==> config.mk <==
export PLATFORM = sky130hd
export DESIGN_NAME = rv_regfile
export DESIGN_NICKNAME = d
export VERILOG_FILES = /design/src/hw/rv_regfile.sv
export VERILOG_INCLUDE_DIRS = /design/src /design/src/hw
export SDC_FILE = /design/constraint.sdc
export NUM_CORES = 2
export LEC_CHECK = 0
export ABC_AREA = 0
export BUFFER_PORTS_ARGS = -buffer_cell sky130_fd_sc_hd__buf_4
export CORE_ASPECT_RATIO = 0.5
export CORE_MARGIN = 8
export CORE_UTILIZATION = 69
export CTS_CLUSTER_SIZE = 30
export DETAILED_ROUTE_END_ITERATION = 7
export GPL_TIMING_DRIVEN = 0
export PLACE_DENSITY = 0.93
export SETUP_SLACK_MARGIN = 0.15
export SYNTH_ARGS = -nofsm -noshare
export SYNTH_HDL_FRONTEND = slang
export SYNTH_SLANG_ARGS = --single-unit
==> constraint.sdc <==
create_clock -name clk -period 3.44 [get_ports clk]
set_input_delay 0.344 -clock clk [delete_from_list [all_inputs] [get_ports clk]]
set_output_delay 0.344 -clock clk [all_outputs]
set_load 0.05 [all_outputs]
==> src/hw/rv_core_params.svh <==
/*
 * Size macros for the rv_core single-cycle RV32I core.
 * Included by every RTL module that sizes a datapath or a memory.
 */
`ifndef RV_CORE_PARAMS_SVH
`define RV_CORE_PARAMS_SVH

// datapath
`define RV_XLEN 32        // register and bus width
`define RV_NREGS 32       // architectural registers x0..x31

// instruction memory, word array
`define RV_IMEM_WORDS 256 // depth in words
`define RV_IMEM_AW 8      // word address width

// data memory, word array
`define RV_DMEM_WORDS 256 // depth in words
`define RV_DMEM_AW 8      // word address width, byte addr bits 9:2

`endif

==> src/hw/rv_regfile.sv <==
/*
 * 32 x XLEN register file: two operand read ports, one debug read port
 * and one write port. Reads are combinational, x0 is hardwired zero.
 */
`timescale 1ns/1ns
`include "rv_core_params.svh"

module rv_regfile (
  input  logic                clk,
  input  logic                rst_n,
  input  logic [4:0]          rs1,
  input  logic [4:0]          rs2,
  input  logic [4:0]          rd,
  input  logic [4:0]          dbg_addr,
  input  logic [`RV_XLEN-1:0] rd_data,
  input  logic                we,
  output logic [`RV_XLEN-1:0] rs1_data,
  output logic [`RV_XLEN-1:0] rs2_data,
  output logic [`RV_XLEN-1:0] dbg_data
);

  logic [`RV_XLEN-1:0] regs [0:`RV_NREGS-1];

  assign rs1_data = (rs1 == 5'd0) ? '0 : regs[rs1];
  assign rs2_data = (rs2 == 5'd0) ? '0 : regs[rs2];
  assign dbg_data = (dbg_addr == 5'd0) ? '0 : regs[dbg_addr]; // testbench view

  always_ff @(posedge clk or negedge rst_n) begin
    if (!rst_n) begin
      for (int i = 0; i < `RV_NREGS; i++) begin
        regs[i] <= '0;
      end
    end else if (we && rd != 5'd0) begin
      regs[rd] <= rd_data;              // x0 writes dropped
    end
  end

endmodule

Word level (Yosys, flattened, before mapping) --
Cells that the tools add are included.
Word-level totals: output and inout port bits 96, input port bits 55, word-level logic and storage cells 62, register bits 1024
Operators by class: $lt $le $gt $ge 5, multiplexer cells 15, bitwise gates (word level) 4, reductions and logical operators 6
Operators with widths (number):
- $bwmux 1024 | 1
- $bmux 32 s5 | 3
- $mux 32 | 10
- $demux 32 s5 | 1
- $ge 6x6->1 const B | 4
- $not 5->6 | 4
- $logic_not 5->1 | 3
- $lt 6x1->1 const B | 1
- $reduce_bool 5->1 | 1
- $logic_and 1x1->1 | 2

Depth between registers and ports, before layout --
depth after elaboration 6, mapped depth 7, gate-level depth less buffers 4

Worst setup path before layout --
No wires, ideal clock.
path type input -> output, start point input dbg_addr[1], end point output dbg_data[29], stages 7, path slack 433 ps, path buffers 3, data arrival time 2663 ps, cells stage by stage buf_4 > buf_6 > nor2b_1 > buf_2 > a221oi_1 > o21ai_0 > a311oi_1
On the way: longest elaborated chain between the ends 5, elaborated cells between the ends (all ways) 6, those cells by class 4 x mux; 1 x bitwise; 1 x reduce/logical
RTL lines:
- from (decl) | RTL line rv_regfile.sv:14 | input logic [4:0] dbg_addr,
- $not 5->6 (not written as such) | RTL line rv_regfile.sv:26 | assign dbg_data = (dbg_addr == 5'd0) ? '0 : regs[dbg_addr];
- $bmux 32 s5 | RTL line rv_regfile.sv:26
- $mux 32 (not written as such) (2 in series) | RTL line rv_regfile.sv:26
- $mux 32 * | RTL line rv_regfile.sv:26
- to (decl) | RTL line rv_regfile.sv:19 | output logic [`RV_XLEN-1:0] dbg_data
Every way passes the cells marked *; elsewhere a longest branch is shown, timed or not. The select of a mux whose other input is x is not followed.

Worst setup path in the final report --
start point input rs1[1], end point output rs1_data[30]
On the way: longest elaborated chain between the ends 5, elaborated cells between the ends (all ways) 6, those cells by class 4 x mux; 1 x bitwise; 1 x reduce/logical
RTL lines:
- from (decl) | RTL line rv_regfile.sv:11 | input logic [4:0] rs1,
- $not 5->6 (not written as such) | RTL line rv_regfile.sv:24 | assign rs1_data = (rs1 == 5'd0) ? '0 : regs[rs1];
- $bmux 32 s5 | RTL line rv_regfile.sv:24
- $mux 32 (not written as such) (2 in series) | RTL line rv_regfile.sv:24
- $mux 32 * | RTL line rv_regfile.sv:24
- to (decl) | RTL line rv_regfile.sv:17 | output logic [`RV_XLEN-1:0] rs1_data,
Marked as above.

==> impl_metrics.csv <==
group,metric,value,unit
pwr,leakage,29.5,nW
routing,drtPass1Iterations,8,
cells_and_area,reg_top3,"regs (1024)",
run,maxCapViolations,0,
floorplanning,core-area,0.0904,mm^2
routing,wire_per_inst,48.5,um
worst_setup_path,crit_arrival,3.27,ns
yosys,synth_common_cells,"mux2_2 (1071), dfrtp_1 (1024), mux4_2 (672), clkbuf_1 (228), buf_2 (205)",
worst_setup_path,required,3.10,ns
yosys,synth_area_leaders,"dfrtp_1 (41%), mux4_2 (24%), mux2_2 (19%), mux2i_1 (3.1%), buf_2 (1.6%)",
run_status,violations,"design-rule violations, negative setup slack",
worst_setup_path,max_stage_delay,0.77,ns
yosys,synth_top_area_share,40.8,%
routing,drtAntennaViolNets,0,
worst_setup_path,cpMostUsedCell,"buf_4",
global_routing,grt_usage,54.2,%
global_routing,grt_pass1_wl,387000,um
yosys,ys_ff_latch,1024,
yosys,synthCells,4281,
sta,fin_worst_skew,0,ns
cells_and_area,top_register,"regs",
floorplanning,die_x,442,um
place,post-place-ws,-1.15,ns
sta,hold_viol,0,
clock_tree,cts_sinks,1024,
yosys,ys_types,33,
sta,max_slew_margin,7.62,%
place,port_buffers,135,
worst_setup_path,slowest_stage,"a211oi_1",
pwr,irDropWorstVdd,639,uV
routing,vias,52000,
sta,rsz0062_at_grt,"yes",
yosys,asyncSetResetFlopFracSynth,100,%
global_routing,antenna_found_initial,20,
clock_tree,cts_tree,"yes",
sta,worst_slack,-0.176,ns
worst_setup_path,startpoint_type,"input pin",
worst_setup_path,worstPathMaxFanout,10,
sta,post-route-min-period,3.62,ns
cells_and_area,nFillCells,5161,
worst_setup_path,worstSetupPathType,"in -> out",
sta,final-max-slew-violation-count,0,
pwr,total_power,0.0399,W
cells_and_area,largest_register_ff_count,1024,
yosys,synth_nets,4336,
routing,drt_iter0_drc,10800,
cells_and_area,nets,4612,
yosys,synth_area_leader_cell,"dfrtp_1",
sta,tns,-1.15,ns
global_routing,grt_pass1_vias,51500,
yosys,synth_edf_count,0,
cells_and_area,final_util,77.5,%
yosys,yosys_warnings,0,
routing,drc,21,
sta,clock.fmax,277,MHz
sta,finalCritPeriodShare,105,%
yosys,synth-main-ff-cell,"dfrtp_1",
clock_tree,cts_root_buf,"clkbuf_16",
routing,wl,283000,um
place,place.gp.congestion,1.10,
clock_tree,clk_pin_slew,0.07,ns
run_status,status,"finished, violations left",
yosys,synth.avg_cell_area,14.7,um^2
clock_tree,clockBufferDepth,3,
clock_tree,clock_latency,0.74,ns
yosys,syn-cell-area,0.0627,mm^2
yosys,ys_seq_area_share,40.8,%
floorplanning,std_cell_rows,78,
clock_tree,cts_max_level,3,
global_routing,grt_overflow_total,0,
floorplanning,initial_core_util,69.4,%
place,dp_hpwl,198000,um
floorplanning,die_h,229,um
min_path,hold_path_class,"in -> async",
cells_and_area,area_delta_synth_final,11.7,%
floorplanning,die_area,0.101,mm^2
clock_tree,numCtsBuffers,95,
pwr,power.density,569,mW/mm^2
yosys,yosys.cell_count.top_type,"mux2_2",
sta,setup_viol,21,
global_routing,grt_start_max_net_pins,127,
floorplanning,ios,151,
routing,via_per_inst,8.90,
sta,tightest_slew,1.38,ns
worst_setup_path,path_cells,"buf_4 -> buf_6 -> buf_6 -> buf_4 -> mux4_2 -> a211oi_1 -> a311oi_2 -> buf_4",
worst_setup_path,crit_path_end_kind,"primary output",
cells_and_area,drive_gt1_share,54.7,%
cell families after synthesis:
| family | synth area share, % |
|---|---|
| compound gates | 6.30 |
| mux | 46.7 |
| buf+inv | 4.22 |
| simple gates | 1.92 |
| flops | 40.8 |
worst max-delay path: cells and delay by family:
| family | cells | cell delay [ns] |
|---|---|---|
| muxes | 1 | 0.34 |
| buffers and inverters | 5 | 1.59 |
| AOI/OAI and AO/OA | 2 | 0.96 |
layout make-up:
cell class | instances | area [um^2] | area share (%)
inverters | 3 | 11.3 | 0.0161
clock buffers | 137 | 2780 | 3.96
repair buffers | 180 | 1630 | 2.32
diodes | 12 | 30.0 | 0.0428
well taps | 1200 | 1500 | 2.14
flip-flops and latches | 1024 | 25600 | 36.6
plain buffers | 527 | 2860 | 4.07
multi-input cells | 2726 | 35200 | 50.2
clock inverters | 37 | 450 | 0.643
routing by layer:
layer  wire (um)  track usage (%)  vias up
met5         458           0.0481        -
met4       28900             39.3       28
met3       55700             34.6     1998
met2      109000             69.7     6254
met1       89800             65.1    26100
li1            -                -    17600
report_power, final:
part | internal [W] | total, W | switching, W
Sequential | 0.0143 | 0.0170 | 0.00264
Clock | 0.00624 | 0.0116 | 0.00534
Combinational | 0.00571 | 0.0113 | 0.00564
Total | 0.0263 | 0.0399 | 0.0136
per-stage QoR:
step / hold slack (ns) / std cells / area, um^2
3_5_place_dp: 0.343 / 5626 / 65500
4_1_cts: 0.176 / 5832 / 69700
6_report: 0.135 / 5846 / 70100
2_1_floorplan: 0.0484 / 4281 / 62700
3_3_place_gp: 0.470 / 5616 / 65300
5_1_grt: 0.209 / 5839 / 70100
repair_timing:
item | CTS | global route
hold buffers | 33 | 0
buffers inserted | 0 | 2
endpoints found under the setup margin | 96 | 86
pin swaps | 1 | 3
resized for setup | 151 | 127
endpoints found under the hold margin | 97 | 0
cells in the final DEF (no fill, tap or decap), types with 20 or more instances in the layout:
cell and count:
o21ai_0 152, mux2i_1 192, dlygate4sd3_1 33, clkbuf_16 95
a211oi_2 33, mux2_2 1071, a311oi_1 34, nor2b_1 99
a221oi_1 69, o2111ai_1 26, a211oi_1 54, clkbuf_8 24
a311oi_2 61, dfrtp_1 1024, nand2_1 66, clkbuf_1 180
buf_4 228, clkbuf_2 60, a22oi_1 95, nor2_1 20
mux4_2 672, buf_2 173
worst paths after layout:
path                        startpoint            to  slack, ns  depth (start not counted)
setup reg to reg             regs[938]     regs[938]       2.50                          1
max in group asynchronous        rst_n     regs[188]       0.77                          6
hold reg to reg             regs[1000]    regs[1000]       0.51                          1
min in group clk           rd_data[17]      regs[81]       0.47                          3
hold / removal                   rst_n     regs[773]       0.13                          2
setup / recovery                rs1[1]  rs1_data[30]      -0.18                          8
Note: power is estimated with default switching activity, not from simulation.
