File: src/hw/rv_core_params.svh
/*
 * Size macros for the rv_core single-cycle RV32I core.
 * Included by every RTL module that sizes a datapath or a memory.
 */
`ifndef RV_CORE_PARAMS_SVH
`define RV_CORE_PARAMS_SVH

// datapath
`define RV_XLEN 32        // register and bus width
`define RV_NREGS 32       // architectural registers x0..x31

// instruction memory, word array
`define RV_IMEM_WORDS 256 // depth in words
`define RV_IMEM_AW 8      // word address width

// data memory, word array
`define RV_DMEM_WORDS 256 // depth in words
`define RV_DMEM_AW 8      // word address width, byte addr bits 9:2

`endif

File: src/hw/rv_core_pkg.sv
/*
 * Shared types for rv_core: opcodes, ALU operations, operand selects,
 * the instruction field view and the per-instruction control bundle.
 * Modules name these as rv_core_pkg::name in ports, wildcard import inside.
 */
package rv_core_pkg;

  typedef enum logic [6:0] {
    OP_LUI    = 7'b0110111,
    OP_AUIPC  = 7'b0010111,
    OP_JAL    = 7'b1101111,
    OP_JALR   = 7'b1100111,
    OP_BRANCH = 7'b1100011,
    OP_LOAD   = 7'b0000011,
    OP_STORE  = 7'b0100011,
    OP_IMM    = 7'b0010011,
    OP_REG    = 7'b0110011,
    OP_SYSTEM = 7'b1110011  // only ecall is decoded
  } opcode_e;

  typedef enum logic [3:0] {
    ALU_ADD, ALU_SUB, ALU_AND, ALU_OR, ALU_XOR,
    ALU_SLL, ALU_SRL, ALU_SRA, ALU_SLT, ALU_SLTU,
    ALU_PASS_B              // result = b
  } alu_op_e;

  typedef enum logic [1:0] {
    A_RS1  = 2'd0,
    A_PC   = 2'd1,          // auipc
    A_ZERO = 2'd2           // lui
  } a_sel_e;

  // declared msb first so a cast of the raw word lines up
  typedef struct packed {
    logic [6:0] funct7;
    logic [4:0] rs2;
    logic [4:0] rs1;
    logic [2:0] funct3;
    logic [4:0] rd;
    opcode_e    opcode;
  } inst_fields_t;

  typedef struct packed {
    logic    reg_write;
    logic    mem_read;
    logic    mem_write;
    logic    mem_to_reg;
    logic    b_is_imm;      // operand b is imm, else rs2_data
    a_sel_e  a_sel;
    logic    pc_to_reg;     // write pc+4 (jal, jalr)
    logic    is_branch;
    logic    is_jal;
    logic    is_jalr;
    logic    is_ecall;
    alu_op_e alu_op;
  } ctrl_t;

endpackage

File: src/hw/rv_decode.sv
/*
 * Decode: splits the instruction word, builds the control bundle and the
 * sign-extended immediate. Purely combinational, feeds fetch, ALU and memory.
 */
`timescale 1ns/1ns
`include "rv_core_params.svh"

module rv_decode (
  output rv_core_pkg::ctrl_t  ctrl,
  input  logic [31:0]         instr,
  output logic [`RV_XLEN-1:0] imm,
  output logic [4:0]          rs1,
  output logic [4:0]          rs2,
  output logic [4:0]          rd
);
  import rv_core_pkg::*;

  inst_fields_t f;

  // shared by OP and OP-IMM; alt is funct7 bit 5
  function automatic alu_op_e arith_op(input logic [2:0] funct3, input logic alt,
                                       input logic is_reg);
    case (funct3)
      3'b000:  return (is_reg && alt) ? ALU_SUB : ALU_ADD; // no subi
      3'b001:  return ALU_SLL;
      3'b010:  return ALU_SLT;
      3'b011:  return ALU_SLTU;
      3'b100:  return ALU_XOR;
      3'b101:  return alt ? ALU_SRA : ALU_SRL;
      3'b110:  return ALU_OR;
      default: return ALU_AND;
    endcase
  endfunction

  assign f = inst_fields_t'(instr);
  assign rs1 = f.rs1;
  assign rs2 = f.rs2;
  assign rd = f.rd;

  always_comb begin
    ctrl = '0;                            // unknown opcode: nothing fires
    case (f.opcode)
      OP_REG: begin
        ctrl.reg_write = 1'b1;
        ctrl.alu_op = arith_op(f.funct3, f.funct7[5], 1'b1);
      end
      OP_IMM: begin
        ctrl.reg_write = 1'b1;
        ctrl.b_is_imm = 1'b1;
        ctrl.alu_op = arith_op(f.funct3, f.funct7[5], 1'b0);
      end
      OP_LOAD: begin
        ctrl.reg_write = 1'b1;
        ctrl.mem_read = 1'b1;
        ctrl.mem_to_reg = 1'b1;
        ctrl.b_is_imm = 1'b1;             // addr = rs1 + imm
      end
      OP_STORE: begin
        ctrl.mem_write = 1'b1;
        ctrl.b_is_imm = 1'b1;
      end
      OP_BRANCH: begin
        ctrl.is_branch = 1'b1;
        ctrl.alu_op = ALU_SUB;            // bcond comes from the compare
      end
      OP_JAL: begin
        ctrl.reg_write = 1'b1;
        ctrl.pc_to_reg = 1'b1;
        ctrl.is_jal = 1'b1;
        ctrl.alu_op = ALU_PASS_B;         // result unused
      end
      OP_JALR: begin
        ctrl.reg_write = 1'b1;
        ctrl.pc_to_reg = 1'b1;
        ctrl.is_jalr = 1'b1;
        ctrl.b_is_imm = 1'b1;             // target = rs1 + imm
      end
      OP_LUI: begin
        ctrl.reg_write = 1'b1;
        ctrl.b_is_imm = 1'b1;
        ctrl.a_sel = A_ZERO;              // 0 + imm
      end
      OP_AUIPC: begin
        ctrl.reg_write = 1'b1;
        ctrl.b_is_imm = 1'b1;
        ctrl.a_sel = A_PC;
      end
      OP_SYSTEM: ctrl.is_ecall = 1'b1;    // treated as halt
      default: ;
    endcase
  end

  always_comb begin
    case (f.opcode)
      OP_IMM, OP_LOAD, OP_JALR: imm = {{20{instr[31]}}, instr[31:20]};
      OP_STORE:  imm = {{20{instr[31]}}, instr[31:25], instr[11:7]};
      OP_BRANCH: imm = {{20{instr[31]}}, instr[7], instr[30:25], instr[11:8], 1'b0};
      OP_LUI, OP_AUIPC: imm = {instr[31:12], 12'b0};
      OP_JAL:    imm = {{12{instr[31]}}, instr[19:12], instr[20], instr[30:21], 1'b0};
      default:   imm = '0;
    endcase
  end

endmodule

File: config.mk
export PLATFORM = sky130hd
export DESIGN_NAME = rv_decode
export DESIGN_NICKNAME = d
export VERILOG_FILES = /design/src/hw/rv_core_pkg.sv /design/src/hw/rv_decode.sv
export VERILOG_INCLUDE_DIRS = /design/src /design/src/hw
export SDC_FILE = /design/constraint.sdc
export NUM_CORES = 1
export LEC_CHECK = 0
export BUFFER_PORTS_ARGS = -buffer_cell sky130_fd_sc_hd__clkbuf_2
export CAP_MARGIN = 40
export CORE_UTILIZATION = 38
export DETAILED_ROUTE_END_ITERATION = 10
export PLACE_DENSITY = 0.91
export REMOVE_ABC_BUFFERS = 1
export SYNTH_ARGS = -nofsm -noshare
export SYNTH_HDL_FRONTEND = slang
export SYNTH_SLANG_ARGS = --single-unit
File: constraint.sdc
create_clock -name vclk -period 3.5
set_input_delay 0.525 -clock vclk [all_inputs]
set_output_delay 0.525 -clock vclk [all_outputs]
set_load 0.1 [all_outputs]
======== Word level (Yosys, flattened, before mapping) ========
Index checks and enable logic that the tools add are counted.
storage, ports and cells
  register bits ........................... 0
  bits of input ports ..................... 32
  output and inout port bits .............. 63
  word-level logic and storage cells ...... 38
operators by class
  equality and inequality tests ........... 16
  mux-type cells .......................... 16
  reduce and logical (&&, ||, !) cells .... 6
operators with widths
  kind                  number
  $pmux W32 S5          1
  $pmux W4 S7           2
  $eq A7 B7 Y1 const B  4
  $eq A7 B6 Y1 const B  3
  $pmux W4 S4           1
  $eq A7 B5 Y1 const B  2
  $mux W1               11
  $eq A3 B3 Y1 const B  3
  $eq A7 B2 Y1 const B  1
  $reduce_or A7 Y1      1
  $eq A3 B2 Y1 const B  2
  $reduce_or A6 Y1      1
  $pmux W2 S2           1
  $reduce_or A2 Y1      2
  $eq A3 B1 Y1 const B  1
  $logic_not A3 Y1      1
  $reduce_or A3 Y1      1

======== Depth between registers and ports, before layout ========
Gate-level depths: netlist of the first run.
  depth after elaboration ................. 3
  depth in mapped cells ................... 6
  gate-level depth less buffers ........... 5

======== Worst setup path before layout of the first run ========
OpenSTA, ideal clock, no wires.
  path kind ............................... in2out
  start ................................... in instr[4]
  end ..................................... out ctrl[0] (netlist name)
  arrival ................................. 3.881 ns
  required time ........................... 2.975 ns
  setup slack ............................. -0.906 ns
  cell stages on the path ................. 4
  path buffers ............................ 1
  cells stage by stage .................... clkbuf_1 -> nand3b_1 -> nor3_1 -> nand3b_1
RTL lines
  what             RTL line         source
  start, declared  rv_decode.sv:10  input logic [31:0] instr,
  end, declared    rv_decode.sv:9   output rv_core_pkg::ctrl_t ctrl,

======== Worst setup path after layout of the first run ========
  start ................................... in instr[2]
  end ..................................... out imm[9]
on the way
  word-level cells in the longest chain between the ends .. 3
  elaborated cells on any way between the ends .. 11
  classes of those cells .................. eq/ne (8); mux (1); reduce/logical (2)
RTL lines
  what                                                  RTL line         source
  $eq A7 B5 Y1 (tied with other cells)                  rv_decode.sv:94  case (f.opcode)
  $reduce_or A3 Y1 or $reduce_or A2 Y1 (tied branches)  rv_decode.sv:94
  $pmux W32 S5 (*)                                      rv_decode.sv:94
  end, declared                                         rv_decode.sv:11  output logic [`RV_XLEN-1:0] imm,
Every way passes the cells marked *; elsewhere a longest branch is shown, timed or not.

==> results.py, run 1 <==
metrics = {
    "run_status": {
        "status": "finished, final reports clean",
    },
    "routing": {
        "vias": 1103,
        "first_iter_violations": 24,
        "wl_met2_mm": 1.27,
        "top_layer": "met3",
        "drt.antenna.violating_nets": 0,
        "wl_met1_mm": 1.13,
        "drc_errors": 0,
        "wl_per_cell_microns": 11.5,
        "viasPerCell": 4.97,
        "firstDrtPassIters": 4,
        "wl_met3_microns": 152,
        "routed_wl_mm": 2.55,
    },
    "logic_synthesis": {
        "ys_warn_count": 0,
        "yosysSeqAreaShare_pct": 0,
        "avgSynthCellArea_sq_um": 6.63,
        "synth.area.top_cells": "a21o_1 (19%), buf_4 (15%), and2_1 (7.1%), o21ai_0 (5.0%), a22o_1 (4.4%)",
        "syn-cell-area_sq_um": 796,
        "synth_cell_types": 34,
        "synth_largest_area_cell": "a21o_1",
        "synthCells": 120,
        "synth_top_area_share_pct": 18.9,
    },
    "final_layout": {
        "layout-drive-gt1-share_pct": 52.3,
        "final-seq-area_sq_um": 0,
        "layout_commonest_cell": "clkbuf_2",
        "final_net_count": 229,
        "n_fill_cell": 222,
        "post-route-util_pct": 59.1,
        "flops_and_latches": 0,
        "layout_common_cells": "clkbuf_2 (95), a21o_1 (20), and2_1 (9)",
        "n_antenna_cell": 0,
        "clock_buffers": 0,
        "stdcell_area_sq_um": 1160,
        "layout-area-overhead-vs-synth_pct": 45.6,
    },
    "floorplanning": {
        "fp.dieH_microns": 47.8,
        "die_w_microns": 47.8,
        "start_util_pct": 40.6,
        "core_area_sq_um": 1960,
        "rows": 16,
        "die_area_sq_um": 2280,
        "io_pins": 95,
    },
    "hold_path": {
        "min_path_type": "input pin to output port",
        "hold_path_startpoint": "instr[15]",
        "hold_depth": 2,
        "hold_end": "rs1[0]",
    },
    "global_routing": {
        "grt_pass1_vias": 707,
        "antenna_found_initial": 0,
        "grt_max_degree": 15,
        "grt_overflow": 0,
        "gr-usage-all-layers_pct": 19.4,
        "grt_pass1_wl_mm": 3.33,
    },
    "timing": {
        "max_slew_margin_pct": 63.0,
        "worst_pin_slew_ns": 0.557,
        "setup_tns_ns": 0,
        "slew_violations": 0,
        "finalCriticalPeriod_ns": 2.79,
        "finalCritPeriodShare_pct": 79.8,
        "max_freq_ghz": 0.358,
        "setup_violations": 0,
        "hold_violations": 0,
        "rsz0062_at_grt": "false",
    },
    "critical_path": {
        "cp.arrival_ns": 2.27,
        "required_ns": 2.97,
        "cpPeakStageDelay_ns": 0.45,
        "critical_path_class": "input pin to output port",
        "crit_top_cell": "clkbuf_2",
        "path_cells": "clkbuf_2 -> or3_4 -> nand2b_4 -> a21oi_1 -> and2_1 -> clkbuf_2",
        "cpMaxStageDelayCell": "clkbuf_2",
        "end_kind": "output port",
        "cp-start-kind": "input pin",
        "critPathMaxFanout": 14,
    },
    "clock_network": {
        "cts_resized": 0,
        "post-cts-setup-buffers": 0,
        "cts_hold_buf": 0,
    },
    "power_and_ir_drop": {
        "p_leak_nw": 0.838,
        "ir_drop_mv": 0.229,
        "pwr_density_cell_nw_per_um2": 184,
    },
    "placement": {
        "port_buffers": 95,
        "dp_hpwl_mm": 2.17,
        "placed_area_sq_um": 1160,
        "gp_congestion": 0.883,
    },
    "run": {
        "cap_violations": 0,
    },
}
## cells by family (layout without fill, tap and decap cells)
logic type | count (synthesis) | count (layout) | share of synthesized area (%)
AO/OA/AOI/OAI | 46 | 46 | 41.2
AND/OR/NAND/NOR | 46 | 46 | 35.7
buffers and inverters | 28 | 103 | 23.1
## layer usage
layer  up-vias  GRT usage [%]
met1       492           31.8
met2        35           29.2
met5         -              0
li1        576              -
met4         0              0
met3         0          0.755
## where the power goes
part / internal [mW] / switching (mW)
Combinational: 0.0382 / 0.175
Sequential: 0 / 0
Clock: 0 / 0
Total: 0.0382 / 0.175
## metrics by stage
stage | setup WS [ns] | total power, mW | hold WS (ns) | std cells
6_report | 0.708 | 0.214 | 1.50 | 222
3_5_place_dp | 0.716 | 0.213 | 1.50 | 222
4_1_cts | 0.721 | 0.213 | 1.50 | 222
2_1_floorplan | -1.93 | 0.0936 | 1.05 | 98
5_1_grt | 0.537 | 0.224 | 1.51 | 222
3_3_place_gp | 0.736 | 0.212 | 1.50 | 222
## worst max-delay path by stage
stage	from	to	slack [ns]	depth (start not counted)
finish	instr[2]	imm[9]	0.71	6
global route	instr[2]	imm[7]	0.54	6
CTS	instr[2]	imm[8]	0.72	6
detailed placement	instr[2]	imm[8]	0.72	6
global placement	instr[2]	imm[10]	0.74	6
floorplan	instr[5]	ctrl[12]	-1.93	2
## worst max-delay path, delay by kind of cell
family,cells,cell delay [ns]
compound gates,1,0.34
buf+inv,2,0.64
simple gates,3,0.77
## final cells by class
class / count / area [sq um] / area share [%]
Inverter: 6 / 22.5 / 1.94
Tap cell: 27 / 33.8 / 2.92
Timing Repair Buffer: 97 / 490 / 42.3
Multi-Input combinational cell: 92 / 612 / 52.8
## Yosys cell counts (all sizes together)
master   instances
nor4             2
a21oi            5
nor2b            2
nand3            2
clkbuf           1
o21ai            8
o2111ai          2
a211oi           1
o21a             2
a22o             4
nor2             8
a21o            20
inv              6
o211ai           1
a32o             1
and4             1
a2bb2oi          1
and3             3
nand3b           3
and3b            1
buf             21
nor3             5
o22ai            1
nand2            4
nand4b           1
or3              2
nand2b           2
and2            10
(Power assumes the default switching activity.)
==> inputs of run 2 (changes only) <==
ABC_AREA = 1   (was unset)
PLACE_DENSITY = 0.8   (was 0.91)
clock period = 2.4 ns   (was 3.5 ns; I/O delays follow)
==> run 2 against run 1 <==
  * Non-clock buffer count is 11 higher
  * Critical path depth is 4 higher
  * Synthesized cell count is 130% higher
  * Worst setup slack worse by 0.56 ns
  * Global-route usage is 7.4 points higher
  * Via count is 82% higher
  * Die area is 54% higher
  * Total power is 91% higher
  * First-iteration DRC count grew to 3.6 times the previous value
  * Utilization is 17 points higher
  * Hold slack worse by 0.38 ns
  * Critical endpoint is now imm[30]
  * Largest power group unchanged
  * Highest routed layer is now met4
==> results.py, run 2 <==
metrics = {
    "timing": {
        "slew_violations": 0,
        "rsz0062_at_grt": "false",
        "max_freq_ghz": 0.444,
        "max_slew_margin_pct": 63.5,
        "worst_pin_slew_ns": 0.549,
        "finalCritPeriodShare_pct": 93.8,
        "setup_tns_ns": 0,
        "hold_violations": 0,
        "fin_hold_ws_ns": 1.12,
        "finalCriticalPeriod_ns": 2.25,
        "setup_violations": 0,
        "layout_setup_ws_ns": 0.149,
    },
    "critical_path": {
        "crit_cells": 10,
        "path_cells": "clkbuf_2 -> inv_1 -> nand2_2 -> nor2_2 -> buf_4 -> nand3_2 -> nand2_2 -> nor2_1 -> nand2_1 -> buf_12",
        "required_ns": 2.04,
        "crit_top_cell": "nand2_2",
        "cp-endpoint": "imm[30]",
        "cp.buffers_inverters": 4,
        "cp-start-kind": "input pin",
        "end_kind": "output port",
        "cp-startpoint": "instr[4]",
        "cp.arrival_ns": 1.89,
        "crit_family": "simple AND/OR/NAND/NOR gates",
        "cpPeakStageDelay_ns": 0.34,
        "critical_path_class": "input pin to output port",
        "critPathMaxFanout": 20,
        "cpMaxStageDelayCell": "nand2_2",
    },
    "routing": {
        "drc_errors": 0,
        "first_iter_violations": 87,
        "viasPerCell": 5.13,
        "firstDrtPassIters": 5,
        "drt.antenna.violating_nets": 0,
        "vias": 2004,
        "routed_wl_mm": 4.77,
        "wl_per_cell_microns": 12.2,
    },
    "logic_synthesis": {
        "synth_top_cells_by_count": "nand2_1 (94), nand3_1 (53), nor2_1 (37)",
        "yosysSeqAreaShare_pct": 0,
        "synthMuxAreaShare_pct": 0,
        "avgSynthCellArea_sq_um": 4.58,
        "synthAdderAreaFrac_pct": 0,
        "synthCells": 271,
        "synth-xor-area-share_pct": 0,
        "synth_simple_gate_area_share_pct": 70.6,
        "syn-cell-area_sq_um": 1240,
        "synth_top_family_by_area": "simple AND/OR/NAND/NOR gates",
        "synth_largest_area_cell": "nand2_1",
        "synth_compound_area_share_pct": 2.01,
        "ys_warn_count": 0,
        "synth.area.top_cells": "nand2_1 (28%), nand3_1 (21%), buf_4 (11%), nor2_1 (11%), inv_1 (9.7%)",
        "synth_cell_types": 15,
        "synth_most_common_cell": "nand2_1",
        "synth_top_area_share_pct": 28.4,
    },
    "run": {
        "cap_violations": 0,
    },
    "run_status": {
        "status": "finished, final reports clean",
    },
    "global_routing": {
        "grt_pass1_wl_mm": 7.58,
        "antenna_found_initial": 0,
        "grt_overflow": 0,
        "grt_max_degree": 22,
        "grt_pass1_vias": 1795,
        "gr-usage-all-layers_pct": 26.8,
    },
    "floorplanning": {
        "core_area_sq_um": 3080,
        "io_pins": 95,
        "start_util_pct": 40.4,
        "rows": 20,
        "fp.dieH_microns": 59.2,
        "die_w_microns": 59.2,
        "die_area_sq_um": 3500,
    },
    "final_layout": {
        "layout_common_cells": "nand2_1 (93), nand3_1 (53), clkbuf_2 (49)",
        "n_fill_cell": 229,
        "post-route-util_pct": 76.1,
        "layout-drive-gt1-share_pct": 35.2,
        "n_antenna_cell": 0,
        "final_net_count": 381,
        "flops_and_latches": 0,
        "fin_cells": 391,
        "final-seq-area_sq_um": 0,
        "stdcell_area_sq_um": 2340,
        "layout_commonest_cell": "nand2_1",
        "layout-area-overhead-vs-synth_pct": 88.6,
        "clock_buffers": 0,
    },
    "power_and_ir_drop": {
        "ir_drop_mv": 0.154,
        "p_leak_nw": 1.47,
        "total_power_uw": 407,
        "pwr_density_cell_nw_per_um2": 174,
    },
    "placement": {
        "pre_cts_slack_ns": 0.0468,
        "dp.cells": 391,
        "dp_hpwl_mm": 3.87,
        "placed_area_sq_um": 2340,
        "port_buffers": 95,
        "gp_congestion": 0.913,
    },
    "clock_network": {
        "cts_hold_buf": 0,
    },
    "hold_path": {
        "min_path_type": "input pin to output port",
    },
}
-- run 2: cell count changes after synthesis, moves of 4 or more --
cell / previous run / this run
a22o_1: 4 / 0
nor2_2: 0 / 7
and2_1: 9 / 0
buf_2: 3 / 11
nand3_1: 2 / 53
nor2_1: 8 / 37
inv_1: 6 / 32
a21oi_1: 5 / 0
nand2_1: 4 / 94
a21o_1: 20 / 0
-- run 2: timing repair --
item / 4_1_cts / 5_1_grt
buffers inserted: 0 / 0
hold endpoints to repair: 0 / 0
setup endpoints to repair: 0 / 5
resized for setup: 0 / 1
-- run 2: final cells by class --
class                      count  area [sq um]  area share, %
timing repair buffer         108          1260           53.9
multi-input combinational    207           905           38.6
inverter                      32           120           5.13
tap                           44          55.1           2.35
-- run 2: cells by family after synthesis --
| kind of cell | count (synthesis) |
|---|---|
| AOI/OAI and AO/OA | 5 |
| buffers and inverters | 64 |
| and+or+nand+nor | 202 |
-- run 2: worst min-delay path by stage --
stage	depth (start not counted)	from	end	slack [ns]
after floorplan	0	instr[7]	rd[0]	0.72
after CTS	3	instr[5]	ctrl[9]	1.12
after global placement	3	instr[5]	ctrl[9]	1.10
after global routing	3	instr[5]	ctrl[9]	1.14
final	3	instr[5]	ctrl[9]	1.12
after detailed placement	3	instr[5]	ctrl[9]	1.12
-- run 2: routing by layer --
| layer | routed length [microns] | share of wire [%] | track usage (%) | vias to the layer above |
|---|---|---|---|---|
| li1 | - | - | - | 975 |
| met1 | 1760 | 37 | 30.8 | 920 |
| met2 | 2600 | 54 | 49.3 | 96 |
| met3 | 338 | 7.1 | 4.59 | 13 |
| met4 | 79 | 1.7 | 8.84 | 0 |
| met5 | 0 | 0 | 0 | - |
-- run 2: report_power, final --
part,switching (mW),internal [mW]
Combinational,0.303,0.104
Clock,0,0
Sequential,0,0
==> inputs of run 3 (changes only) <==
CORE_ASPECT_RATIO = 1.4   (was unset)
RECOVER_POWER = 100   (was unset)
SETUP_SLACK_MARGIN = 0.3   (was unset)
==> run 3 against run 2 <==
  * Clock-buffer cell count unchanged
  * First-iteration DRC count up 24%
  * Utilization down 6.7 points
  * Hold slack better by 0.030 ns
  * Die area about the same
  * Non-clock buffer count down 4
  * Critical path type unchanged
  * Wire length up 2.2%
  * Flip-flop and latch count unchanged
  * Total power down 3.1%
  * Worst setup slack better by 0.070 ns
  * Via count down 3.6%
==> results.py, run 3 (synthesis gave the netlist of run 2 again) <==
metrics = {
    "floorplanning": {
        "die_w_microns": 50.3,
        "core_area_sq_um": 3120,
        "io_pins": 95,
        "fp.dieH_microns": 69.7,
        "die_area_sq_um": 3510,
        "start_util_pct": 39.8,
        "rows": 24,
    },
    "global_routing": {
        "grt_pass1_wl_mm": 7.84,
        "grt_pass1_vias": 1807,
        "grt_overflow": 0,
        "gr-usage-all-layers_pct": 27.1,
        "antenna_found_initial": 0,
        "grt_max_degree": 22,
    },
    "run": {
        "cap_violations": 0,
    },
    "final_layout": {
        "n_antenna_cell": 0,
        "final_net_count": 377,
        "layout_common_cells": "nand2_1 (90), nand3_1 (53), clkbuf_2 (38)",
        "n_fill_cell": 276,
        "clock_buffers": 0,
        "final-seq-area_sq_um": 0,
        "post-route-util_pct": 69.5,
        "flops_and_latches": 0,
        "layout-area-overhead-vs-synth_pct": 74.6,
        "layout-drive-gt1-share_pct": 30.6,
        "layout_commonest_cell": "nand2_1",
    },
    "clock_network": {
        "cts_hold_buf": 0,
    },
    "placement": {
        "port_buffers": 95,
        "gp_congestion": 0.872,
        "pre_cts_slack_ns": 0.00650,
        "dp_hpwl_mm": 3.88,
    },
    "critical_path": {
        "cp.buffers_inverters": 3,
        "end_kind": "output port",
        "required_ns": 2.04,
        "crit_top_cell": "nand2_1",
        "critPathMaxFanout": 21,
        "critical_path_class": "input pin to output port",
        "cp-start-kind": "input pin",
        "cp.arrival_ns": 1.82,
        "path_cells": "clkbuf_2 -> inv_1 -> nand2_1 -> nor2_4 -> nand2_1 -> nand3_2 -> nand2_2 -> nand2_1 -> clkbuf_4",
        "cpMaxStageDelayCell": "clkbuf_4",
        "cpPeakStageDelay_ns": 0.34,
        "crit_family": "simple AND/OR/NAND/NOR gates",
    },
    "power_and_ir_drop": {
        "p_leak_nw": 1.38,
        "pwr_density_cell_nw_per_um2": 182,
        "ir_drop_mv": 0.177,
    },
    "timing": {
        "rsz0062_at_grt": "true",
        "worst_pin_slew_ns": 1.18,
        "slew_violations": 0,
        "hold_violations": 0,
        "setup_violations": 0,
        "finalCriticalPeriod_ns": 2.18,
        "layout_setup_ws_ns": 0.219,
        "finalCritPeriodShare_pct": 90.9,
        "max_slew_margin_pct": 21.9,
        "max_freq_ghz": 0.459,
    },
    "routing": {
        "wl_per_cell_microns": 12.8,
        "viasPerCell": 5.05,
        "first_iter_violations": 108,
        "drt.antenna.violating_nets": 0,
        "drc_errors": 0,
        "routed_wl_mm": 4.87,
        "vias": 1931,
        "firstDrtPassIters": 4,
    },
    "run_status": {
        "status": "finished, final reports clean",
    },
    "hold_path": {
        "min_path_type": "input pin to output port",
    },
}
## run 3: cell types whose count changed in the layout (fill, tap and decap cells not counted), moves of 2 or more
| cell | change |
|---|---|
| buf_2 | +2 |
| buf_6 | +2 |
| clkbuf_2 | -11 |
| buf_12 | -12 |
| o21ai_0 | -3 |
| clkbuf_1 | +17 |
| buf_4 | -7 |
| nand2_1 | -3 |
| o21ai_1 | +3 |
| nor2_4 | +2 |
| clkbuf_4 | +5 |
## run 3: through the flow
stage	hold slack [ns]	instance area (sq um)	setup TNS, ns	power, mW	instances
6_report	1.15	2170	0	0.395	382
5_1_grt	1.17	2170	0	0.410	382
4_1_cts	1.12	2340	0	0.405	382
3_5_place_dp	1.11	2300	0	0.402	382
3_3_place_gp	1.11	2300	0	0.395	382
2_1_floorplan	0.720	1020	-20.92	0.158	239
## run 3: where the power goes
part           leakage (nW)  switching [mW]  internal (mW)
Clock                     0               0              0
Sequential                0               0              0
Combinational          1.38           0.303         0.0915
## run 3: final timing paths
check | start | to | slack (ns) | cells after the start
setup / recovery | instr[3] | imm[30] | 0.22 | 9
hold / removal | instr[23] | imm[3] | 1.15 | 4
## run 3: area by class of cell
class / count / area (sq um) / area share, %
repair buffers: 104 / 1050 / 48.4
multi-input cells: 207 / 951 / 43.8
inverters: 32 / 120 / 5.54
well taps: 39 / 48.8 / 2.25
## run 3: repair_timing
item | in CTS | in global routing
pin swaps | 0 | 2
setup endpoints to repair | 35 | 35
hold endpoints to repair | 0 | 0
buffers inserted | 0 | 0
resized for setup | 7 | 13
## run 3: per-layer routing
layer	vias up	global-route usage [%]	wire, microns
met4	0	7.10	16
met5	-	0	0
li1	973	-	-
met1	860	28.9	1690
met3	2	1.97	356
met2	96	54.1	2810
